`config.mk`:
```
export PLATFORM = sky130hd
export DESIGN_NAME = event_ctrl_top
export DESIGN_NICKNAME = d
export VERILOG_FILES = /design/src/logic/ctrl_pkg.sv /design/src/logic/ctrl_ifs.sv /design/src/logic/aer_event_decode.sv /design/src/logic/event_ctrl_top.sv /design/src/logic/event_fsm.sv /design/src/logic/mem_access_gen.sv
export VERILOG_INCLUDE_DIRS = /design/src /design/src/logic
export SDC_FILE = /design/constraint.sdc
export NUM_CORES = 1
export LEC_CHECK = 0
export ABC_CLOCK_PERIOD_IN_PS = 3600
export BUFFER_PORTS_ARGS = -buffer_cell sky130_fd_sc_hd__buf_2
export CAP_MARGIN = 20
export CORE_ASPECT_RATIO = 0.9
export CORE_MARGIN = 10
export CORE_UTILIZATION = 47
export DETAILED_ROUTE_END_ITERATION = 16
export GPL_TIMING_DRIVEN = 0
export MAX_ROUTING_LAYER = met4
export PLACE_DENSITY = 0.86
export SLEW_MARGIN = 10
export SYNTH_ARGS = -nofsm -noshare
export SYNTH_HDL_FRONTEND = slang
export SYNTH_SLANG_ARGS = --single-unit
```
`constraint.sdc`:
```
create_clock -name CLK -period 3.6 [get_ports CLK]
set_clock_uncertainty 0.05 [all_clocks]
set_input_delay 0.36 -clock CLK [delete_from_list [all_inputs] [get_ports CLK]]
set_output_delay 0.36 -clock CLK [all_outputs]
set_load 0.03 [all_outputs]
```
`src/logic/ctrl_defines.svh`:
```
//----------------------------------------------------------------------
// Sizes and field positions of the event controller
// Included by the package and by every module that slices an address
//----------------------------------------------------------------------
`ifndef CTRL_DEFINES_SVH
`define CTRL_DEFINES_SVH

// Neuron address and AER address layout
`define CTRL_M            8
`define CTRL_AER_W        (2*`CTRL_M+1)
`define CTRL_SYN_FLAG     (2*`CTRL_M)
`define CTRL_SINGLE_BIT   (`CTRL_M-1)
`define CTRL_KIND_W       (`CTRL_M-1)
// Low address bits that pick the pre-enable bit
`define CTRL_PRE_SEL_W    3

// Memory and scheduler widths
`define CTRL_SYN_ADDR_W   13
`define CTRL_VIRTS_W      5
`define CTRL_SCHED_W      (`CTRL_M+`CTRL_VIRTS_W)
`define CTRL_EVENT_IN_W   7
`define CTRL_PUSH_CODE    7'h40
`define CTRL_TREF_BLOCK   32
`define CTRL_PRE_EN_W     8

`endif

```
`src/logic/ctrl_pkg.sv`:
```
//----------------------------------------------------------------------
// Shared types of the event controller
// Imported by the interfaces and by every controller module
//----------------------------------------------------------------------
`default_nettype none

package ctrl_pkg;

`include "ctrl_defines.svh"

    // Vector types
    typedef logic [`CTRL_AER_W-1:0]      aer_addr_t;
    typedef logic [`CTRL_M-1:0]          neur_addr_t;
    typedef logic [`CTRL_SYN_ADDR_W-1:0] syn_addr_t;
    typedef logic [`CTRL_VIRTS_W-1:0]    virts_t;
    typedef logic [`CTRL_SCHED_W-1:0]    sched_word_t;
    typedef logic [`CTRL_PRE_EN_W-1:0]   pre_en_t;
    typedef logic [6:0]                  step_t;

    // Kind of an incoming AER event
    typedef enum logic [1:0] {
        EV_SYNAPSE,
        EV_TREF,
        EV_PUSH,
        EV_IGNORE
    } event_kind_t;

    // Control FSM states
    typedef enum logic [2:0] {
        ST_WAIT,
        ST_SYNAPSE,
        ST_TREF,
        ST_PUSH,
        ST_POP,
        ST_ACK
    } ctrl_state_t;

endpackage

`default_nettype wire

```
`src/logic/ctrl_ifs.sv`:
```
//----------------------------------------------------------------------
// Level interfaces between the controller modules
// aer_event_if carries the decoded event, ctrl_step_if the FSM position
//----------------------------------------------------------------------
`timescale 1ns/1ps
`default_nettype none

// Decoded AER event, valid while req is high
interface aer_event_if import ctrl_pkg::*; ();
    logic        req;
    event_kind_t kind;
    aer_addr_t   addr;
    logic        single;

    modport src (output req, output kind, output addr, output single);
    modport dst (input req, input kind, input addr, input single);
endinterface

// Current state and counters of the control FSM
interface ctrl_step_if import ctrl_pkg::*; ();
    ctrl_state_t state;
    step_t       step;
    neur_addr_t  neur_cnt;

    modport src (output state, output step, output neur_cnt);
    modport dst (input state, input step, input neur_cnt);
endinterface

`default_nettype wire

```
`src/logic/aer_event_decode.sv`:
```
//----------------------------------------------------------------------
// AER input stage
// Brings the request into the clock domain and classifies the address,
// which the sender holds stable for the whole handshake
//----------------------------------------------------------------------
`timescale 1ns/1ps
`default_nettype none

`include "ctrl_defines.svh"

module aer_event_decode import ctrl_pkg::*; (
    input  wire logic      CLK,
    input  wire logic      RST,
    input  wire logic      aerin_req,
    input  wire aer_addr_t aerin_addr,
    aer_event_if.src       ev
);

    logic req_meta;
    logic req_sync;

    // ------------------------------------------------------------------
    // Two-flop synchronizer on the request
    // ------------------------------------------------------------------
    always_ff @(posedge CLK or posedge RST) begin
        if (RST) begin
            req_meta <= 1'b0;
            req_sync <= 1'b0;
        end else begin
            req_meta <= aerin_req;
            req_sync <= req_meta;
        end
    end

    assign ev.req    = req_sync;
    assign ev.addr   = aerin_addr;
    // Single-neuron select for tref events
    assign ev.single = aerin_addr[`CTRL_SINGLE_BIT];

    // ------------------------------------------------------------------
    // Event classification
    // ------------------------------------------------------------------
    always_comb begin
        if (aerin_addr[`CTRL_SYN_FLAG]) begin
            ev.kind = EV_SYNAPSE;
        end else if (&aerin_addr[`CTRL_KIND_W-1:0]) begin
            ev.kind = EV_TREF;
        end else if (~|aerin_addr[`CTRL_KIND_W-1:0]) begin
            // Old self-test pattern, only acknowledged
            ev.kind = EV_IGNORE;
        end else begin
            ev.kind = EV_PUSH;
        end
    end

endmodule

`default_nettype wire

```
`src/logic/event_ctrl_top.sv`:
```
//----------------------------------------------------------------------
// Event controller top level
// AER input, external scheduler and memory controls on plain ports
//----------------------------------------------------------------------
`timescale 1ns/1ps
`default_nettype none

`include "ctrl_defines.svh"

module event_ctrl_top import ctrl_pkg::*; (
    input  wire logic                   CLK,
    input  wire logic                   RST,
    // AER input
    input  wire logic                   aerin_req,
    input  wire aer_addr_t              aerin_addr,
    output logic                        aerin_ack,
    // Plasticity and scheduler status
    input  wire logic                   sdsp_on_syn_stim,
    input  wire logic                   sched_empty,
    input  wire logic                   sched_full,
    input  wire sched_word_t            sched_data_out,
    // Synapse array
    output syn_addr_t                   syn_addr,
    output logic                        syn_cs,
    output logic                        syn_we,
    output pre_en_t                     pre_en,
    // Neuron memory and neuron update
    output neur_addr_t                  neur_addr,
    output logic                        neur_cs,
    output logic                        neur_we,
    output logic                        neur_event,
    output logic                        neur_tref,
    output virts_t                      neur_virts,
    // Scheduler control
    output logic                        sched_pop_n,
    output neur_addr_t                  sched_addr,
    output virts_t                      sched_virts,
    output logic [`CTRL_EVENT_IN_W-1:0] sched_event_in
);

    aer_event_if ev_if ();
    ctrl_step_if st_if ();

    aer_event_decode u_decode (
        .CLK        (CLK),
        .RST        (RST),
        .aerin_req  (aerin_req),
        .aerin_addr (aerin_addr),
        .ev         (ev_if.src)
    );

    event_fsm u_fsm (
        .CLK         (CLK),
        .RST         (RST),
        .ev          (ev_if.dst),
        .sched_empty (sched_empty),
        .sched_full  (sched_full),
        .st          (st_if.src)
    );

    mem_access_gen u_strobes (
        .st               (st_if.dst),
        .ev               (ev_if.dst),
        .sdsp_on_syn_stim (sdsp_on_syn_stim),
        .sched_data_out   (sched_data_out),
        .syn_addr         (syn_addr),
        .syn_cs           (syn_cs),
        .syn_we           (syn_we),
        .pre_en           (pre_en),
        .neur_addr        (neur_addr),
        .neur_cs          (neur_cs),
        .neur_we          (neur_we),
        .neur_event       (neur_event),
        .neur_tref        (neur_tref),
        .neur_virts       (neur_virts),
        .sched_pop_n      (sched_pop_n),
        .sched_addr       (sched_addr),
        .sched_virts      (sched_virts),
        .sched_event_in   (sched_event_in),
        .aerin_ack        (aerin_ack)
    );

endmodule

`default_nettype wire

```
`src/logic/event_fsm.sv`:
```
//----------------------------------------------------------------------
// Control FSM of the event controller
// Picks the next job from AER and scheduler, and keeps the step counter
// and the neuron counter that the strobe decoder works from
//----------------------------------------------------------------------
`timescale 1ns/1ps
`default_nettype none

`include "ctrl_defines.svh"

module event_fsm import ctrl_pkg::*; (
    input  wire logic CLK,
    input  wire logic RST,
    aer_event_if.dst  ev,
    input  wire logic sched_empty,
    input  wire logic sched_full,
    ctrl_step_if.src  st
);

    localparam step_t LAST_PAIR_STEP  = step_t'(1);
    localparam step_t LAST_BLOCK_STEP = step_t'(2*`CTRL_TREF_BLOCK-1);

    ctrl_state_t state;
    ctrl_state_t next_state;
    step_t       step;
    neur_addr_t  neur_cnt;
    logic        tref_done;

    // A block tref walks 32 neurons with a read and a write each
    assign tref_done = ev.single ? (step == LAST_PAIR_STEP) : (step == LAST_BLOCK_STEP);

    // ------------------------------------------------------------------
    // State register
    // ------------------------------------------------------------------
    always_ff @(posedge CLK or posedge RST) begin
        if (RST) begin
            state <= ST_WAIT;
        end else begin
            state <= next_state;
        end
    end

    // ------------------------------------------------------------------
    // Next state
    // ------------------------------------------------------------------
    always_comb begin
        next_state = state;
        case (state)
            ST_WAIT: begin
                // A full scheduler is drained before any new AER event
                if (sched_full) begin
                    next_state = ST_POP;
                end else if (ev.req && ev.kind == EV_SYNAPSE) begin
                    next_state = ST_SYNAPSE;
                end else if (ev.req && ev.kind == EV_TREF) begin
                    next_state = ST_TREF;
                end else if (ev.req && ev.kind == EV_PUSH) begin
                    next_state = ST_PUSH;
                end else if (ev.req && ev.kind == EV_IGNORE) begin
                    next_state = ST_ACK;
                end else if (!sched_empty) begin
                    next_state = ST_POP;
                end
            end
            ST_SYNAPSE: begin
                if (step == LAST_PAIR_STEP) begin
                    next_state = ST_ACK;
                end
            end
            ST_TREF: begin
                if (tref_done) begin
                    next_state = ST_ACK;
                end
            end
            ST_PUSH: begin
                next_state = ST_ACK;
            end
            ST_POP: begin
                // Scheduler pops are internal, no handshake to close
                if (step == LAST_PAIR_STEP) begin
                    next_state = ST_WAIT;
                end
            end
            ST_ACK: begin
                if (!ev.req) begin
                    next_state = ST_WAIT;
                end
            end
            default: begin
                next_state = ST_WAIT;
            end
        endcase
    end

    // ------------------------------------------------------------------
    // Step and neuron counters
    // ------------------------------------------------------------------
    always_ff @(posedge CLK or posedge RST) begin
        if (RST) begin
            step     <= '0;
            neur_cnt <= '0;
        end else if (state == ST_WAIT) begin
            step     <= '0;
            neur_cnt <= '0;
        end else begin
            step <= step + step_t'(1);
            // Next neuron once the current one has been written back
            if (state == ST_TREF && !ev.single && step[0]) begin
                neur_cnt <= neur_cnt + neur_addr_t'(1);
            end
        end
    end

    assign st.state    = state;
    assign st.step     = step;
    assign st.neur_cnt = neur_cnt;

endmodule

`default_nettype wire

```
`src/logic/mem_access_gen.sv`:
```
//----------------------------------------------------------------------
// Strobe decoder of the event controller
// Turns FSM state and step into memory, neuron and scheduler controls
// Even steps read, odd steps write
//----------------------------------------------------------------------
`timescale 1ns/1ps
`default_nettype none

`include "ctrl_defines.svh"

module mem_access_gen import ctrl_pkg::*; (
    ctrl_step_if.dst                    st,
    aer_event_if.dst                    ev,
    input  wire logic                   sdsp_on_syn_stim,
    input  wire sched_word_t            sched_data_out,
    // Synapse array
    output syn_addr_t                   syn_addr,
    output logic                        syn_cs,
    output logic                        syn_we,
    output pre_en_t                     pre_en,
    // Neuron memory and neuron update
    output neur_addr_t                  neur_addr,
    output logic                        neur_cs,
    output logic                        neur_we,
    output logic                        neur_event,
    output logic                        neur_tref,
    output virts_t                      neur_virts,
    // Scheduler
    output logic                        sched_pop_n,
    output neur_addr_t                  sched_addr,
    output virts_t                      sched_virts,
    output logic [`CTRL_EVENT_IN_W-1:0] sched_event_in,
    // AER return
    output logic                        aerin_ack
);

    logic wr_phase;

    assign wr_phase = st.step[0];

    always_comb begin
        syn_addr       = '0;
        syn_cs         = 1'b0;
        syn_we         = 1'b0;
        pre_en         = '0;
        neur_addr      = '0;
        neur_cs        = 1'b0;
        neur_we        = 1'b0;
        neur_event     = 1'b0;
        neur_tref      = 1'b0;
        neur_virts     = '0;
        sched_pop_n    = 1'b1;
        sched_addr     = '0;
        sched_virts    = '0;
        sched_event_in = '0;
        aerin_ack      = 1'b0;

        case (st.state)
            ST_SYNAPSE: begin
                // Read-modify-write of one synapse word and the target neuron
                syn_addr   = ev.addr[2*`CTRL_M-1:`CTRL_PRE_SEL_W];
                neur_addr  = ev.addr[`CTRL_M-1:0];
                syn_cs     = 1'b1;
                neur_cs    = 1'b1;
                syn_we     = wr_phase;
                neur_we    = wr_phase;
                neur_event = 1'b1;
                pre_en     = pre_en_t'(sdsp_on_syn_stim) << ev.addr[`CTRL_PRE_SEL_W-1:0];
            end
            ST_TREF: begin
                neur_addr  = ev.single ? ev.addr[2*`CTRL_M-1:`CTRL_M] : st.neur_cnt;
                neur_cs    = 1'b1;
                neur_we    = wr_phase;
                neur_event = 1'b1;
                neur_tref  = 1'b1;
            end
            ST_PUSH: begin
                sched_addr     = ev.addr[2*`CTRL_M-1:`CTRL_M];
                sched_virts    = ev.addr[`CTRL_M-1:`CTRL_PRE_SEL_W];
                sched_event_in = `CTRL_PUSH_CODE;
            end
            ST_POP: begin
                // Head entry goes to its neuron, popped with the write
                neur_addr   = sched_data_out[`CTRL_M-1:0];
                neur_virts  = sched_data_out[`CTRL_SCHED_W-1:`CTRL_M];
                neur_cs     = 1'b1;
                neur_event  = 1'b1;
                neur_we     = wr_phase;
                sched_pop_n = ~wr_phase;
            end
            ST_ACK: begin
                aerin_ack = 1'b1;
            end
            default: begin
            end
        endcase
    end

endmodule

`default_nettype wire

```
==> results_dict.tcl <==
set metrics [dict create \
    grt_pass1_vias 1802 \
    layout_commonest_cell "buf_2" \
    min_period_over_period_pct 66.9 \
    hold_buffers 0 \
    slew_headroom_pct 50.3 \
    synth_area_sq_um 1660 \
    whs_path_depth 1 \
    fmax_mhz 415 \
    arrival_ns 2.00 \
    rows 20 \
    worstSetupEndpointType "primary output" \
    fin_util_pct 65.7 \
    placed_area_sq_um 2190 \
    diodes 0 \
    async_reset_ff_share_pct 100 \
    detailed_place_hpwl_um 4590 \
    power_leakage_nw 1.25 \
    worstSkewPairLatency_ns 0.26 \
    cp_data_required_time_ns 3.19 \
    cts_post_setup_buffers_inserted 0 \
    fillers 306 \
    wl_per_cell_um 15.7 \
    max_cap_viol_count 0 \
    synth_seq_area_share_pct 30.1 \
    ctsResizeCount 0 \
    yosys_warnings 0 \
    area_growth_pct 34.3 \
    ys.flop_type "dfrtp_1" \
    gp_congestion 0.935 \
    min_period_ns 2.41 \
    min_from "aerin_req" \
    fin_ws_ns 1.19 \
    clk_path_buf_depth 2 \
    drive_gt1_share_pct 35.8 \
    via_per_inst 5.35 \
    via_count 1894 \
    start_util_pct 48.9 \
    pre_cts_ws_ns 1.48 \
    rr_worst_depth 4 \
    netlist-cell-type-count 43 \
    syn_inst 211 \
    setup_viol 0 \
    routed_wl_um 5570 \
    cp-start-kind "register" \
    grt-ovfl-total 0 \
    crit_path_max_fanout 10 \
    ys_ff_latch 20 \
    grt_usage_pct 17.3 \
    cts_root_buffer "clkbuf_8" \
    r2r-start "u_fsm.st.step[0]" \
    dieWidth_um 82.7 \
    worst_pin_slew_ns 0.745 \
    rsz0062_at_grt "no" \
    dr.first_iter.drc_count 81 \
    final_cell_mix "buf_2, and2_1, nor2_1" \
    die_height_um 76.5 \
    design_area_sq_um 2230 \
    cts_max_level 1 \
    path_clk_slew_ns 0.07 \
    antenna_found_initial 0 \
    cts.sinks 20 \
    ant_nets 0 \
    io_pins 98 \
    syn_area_per_cell_sq_um 7.89 \
    power.density_nw_per_um2 624 \
    vdd_drop_max_v 0.000351 \
    nNetsFinal 351 \
    place.port_buffers 91 \
    setup-tns-final_ns 0 \
    synth-edff-count 0 \
    numCtsBuffers 3 \
    status "finished, final reports clean" \
    die_area_sq_um 6320 \
    min_to "u_decode.req_meta" \
    hold_path.class "in2reg" \
    drt_pass1_iterations 4 \
    core_sq_um 3400 \
    critPathKind "reg2out" \
    cts_tree "done" \
    drc_errors 0 \
    grt_pass1_wl_um 8890 \
    r2r_slack_ns 1.78 \
    rr_endpoint "u_fsm.st.state[0]" \
    final-max-slew-violation-count 0 \
    grt_max_degree 21 \
    hold_viol_final 0 \
]
## routing by layer
| metal | vias to the layer above | wire, um | track usage, % |
|---|---|---|---|
| met2 | 92 | 2660 | 28.5 |
| met5 | - | 0 | - |
| met3 | 9 | 685 | 3.30 |
| met1 | 872 | 2130 | 20.3 |
| li1 | 921 | - | - |
| met4 | 0 | 96 | 5.18 |
## sequential cells by signal, indices dropped and copies added, names as in the netlist
signal             count
u_fsm.st.neur_cnt      8
u_decode.ev.req        1
u_decode.req_meta      1
u_fsm.st.state         3
u_fsm.st.step          7
## kinds of logic (layout without fill, tap and decap cells)
kind of cell	Yosys count	in the layout	synth area share, %
simple gates	117	117	38.7
other cells	1	6	0.225
compound gates	33	33	12.9
flops	20	20	30.1
buf+inv	22	116	7.29
fa+ha+maj	3	3	2.26
xor+xnor	6	6	3.16
mux	9	9	5.41
## stage by stage
| stage | std cells | hold WS (ns) | power [mW] |
|---|---|---|---|
| after floorplan | 216 | 0.274 | 0.984 |
| final | 354 | 0.154 | 1.39 |
| after global placement | 351 | 0.284 | 1.24 |
| after detailed placement | 351 | 0.285 | 1.26 |
| after global routing | 354 | 0.151 | 1.48 |
| after CTS | 354 | 0.150 | 1.40 |
## cell usage after synthesis, types with 4 or more instances
library cell  instances  share of area [%]
or3_1                 7                2.6
a211o_1               5                2.6
xor2_1                5                2.6
inv_1                 5                1.1
mux2i_1               9                5.4
nand3_1              11                3.3
nor2_1               29                6.5
buf_4                 7                3.2
and2_1               29                 11
nand2_1              12                2.7
a21oi_1               8                2.4
o21ai_0              11                3.3
and3_1                7                2.6
clkbuf_1              4               0.90
dfrtp_1              20                 30
## worst max-delay path by stage
stage	depth (start not counted)	endpoint	from
4_1_cts	5	syn_addr[5]	u_fsm.st.state[1]
2_1_floorplan	5	neur_we	u_fsm.st.state[1]
3_3_place_gp	5	syn_addr[5]	u_fsm.st.state[1]
6_report	5	syn_addr[5]	u_fsm.st.state[1]
5_1_grt	5	syn_addr[6]	u_fsm.st.state[1]
3_5_place_dp	5	syn_addr[5]	u_fsm.st.state[1]
## layout make-up
class | instances | area, sq um | area share [%]
Timing Repair Buffer | 91 | 455 | 20.4
Multi-Input combinational cell | 174 | 1060 | 47.5
Sequential cell | 20 | 500 | 22.4
Inverter | 8 | 32.5 | 1.46
Buffer | 14 | 88.8 | 3.98
Tap cell | 44 | 55.1 | 2.46
Clock buffer | 3 | 41.3 | 1.85
## worst max-delay path, stage by stage (launching register included)
cell,delay (ns)
dfrtp_1,0.42
nand2b_1,0.22
nor2_1,0.40
clkbuf_1,0.32
and2_1,0.18
buf_2,0.20
## power breakdown
| part | switching, mW | leakage [nW] | internal, mW | total (mW) |
|---|---|---|---|---|
| Clock | 0.0701 | 0.0216 | 0.0745 | 0.145 |
| Sequential | 0.0454 | 0.267 | 0.259 | 0.304 |
| Combinational | 0.650 | 0.962 | 0.296 | 0.946 |
Power figures use the tool's default switching activity.
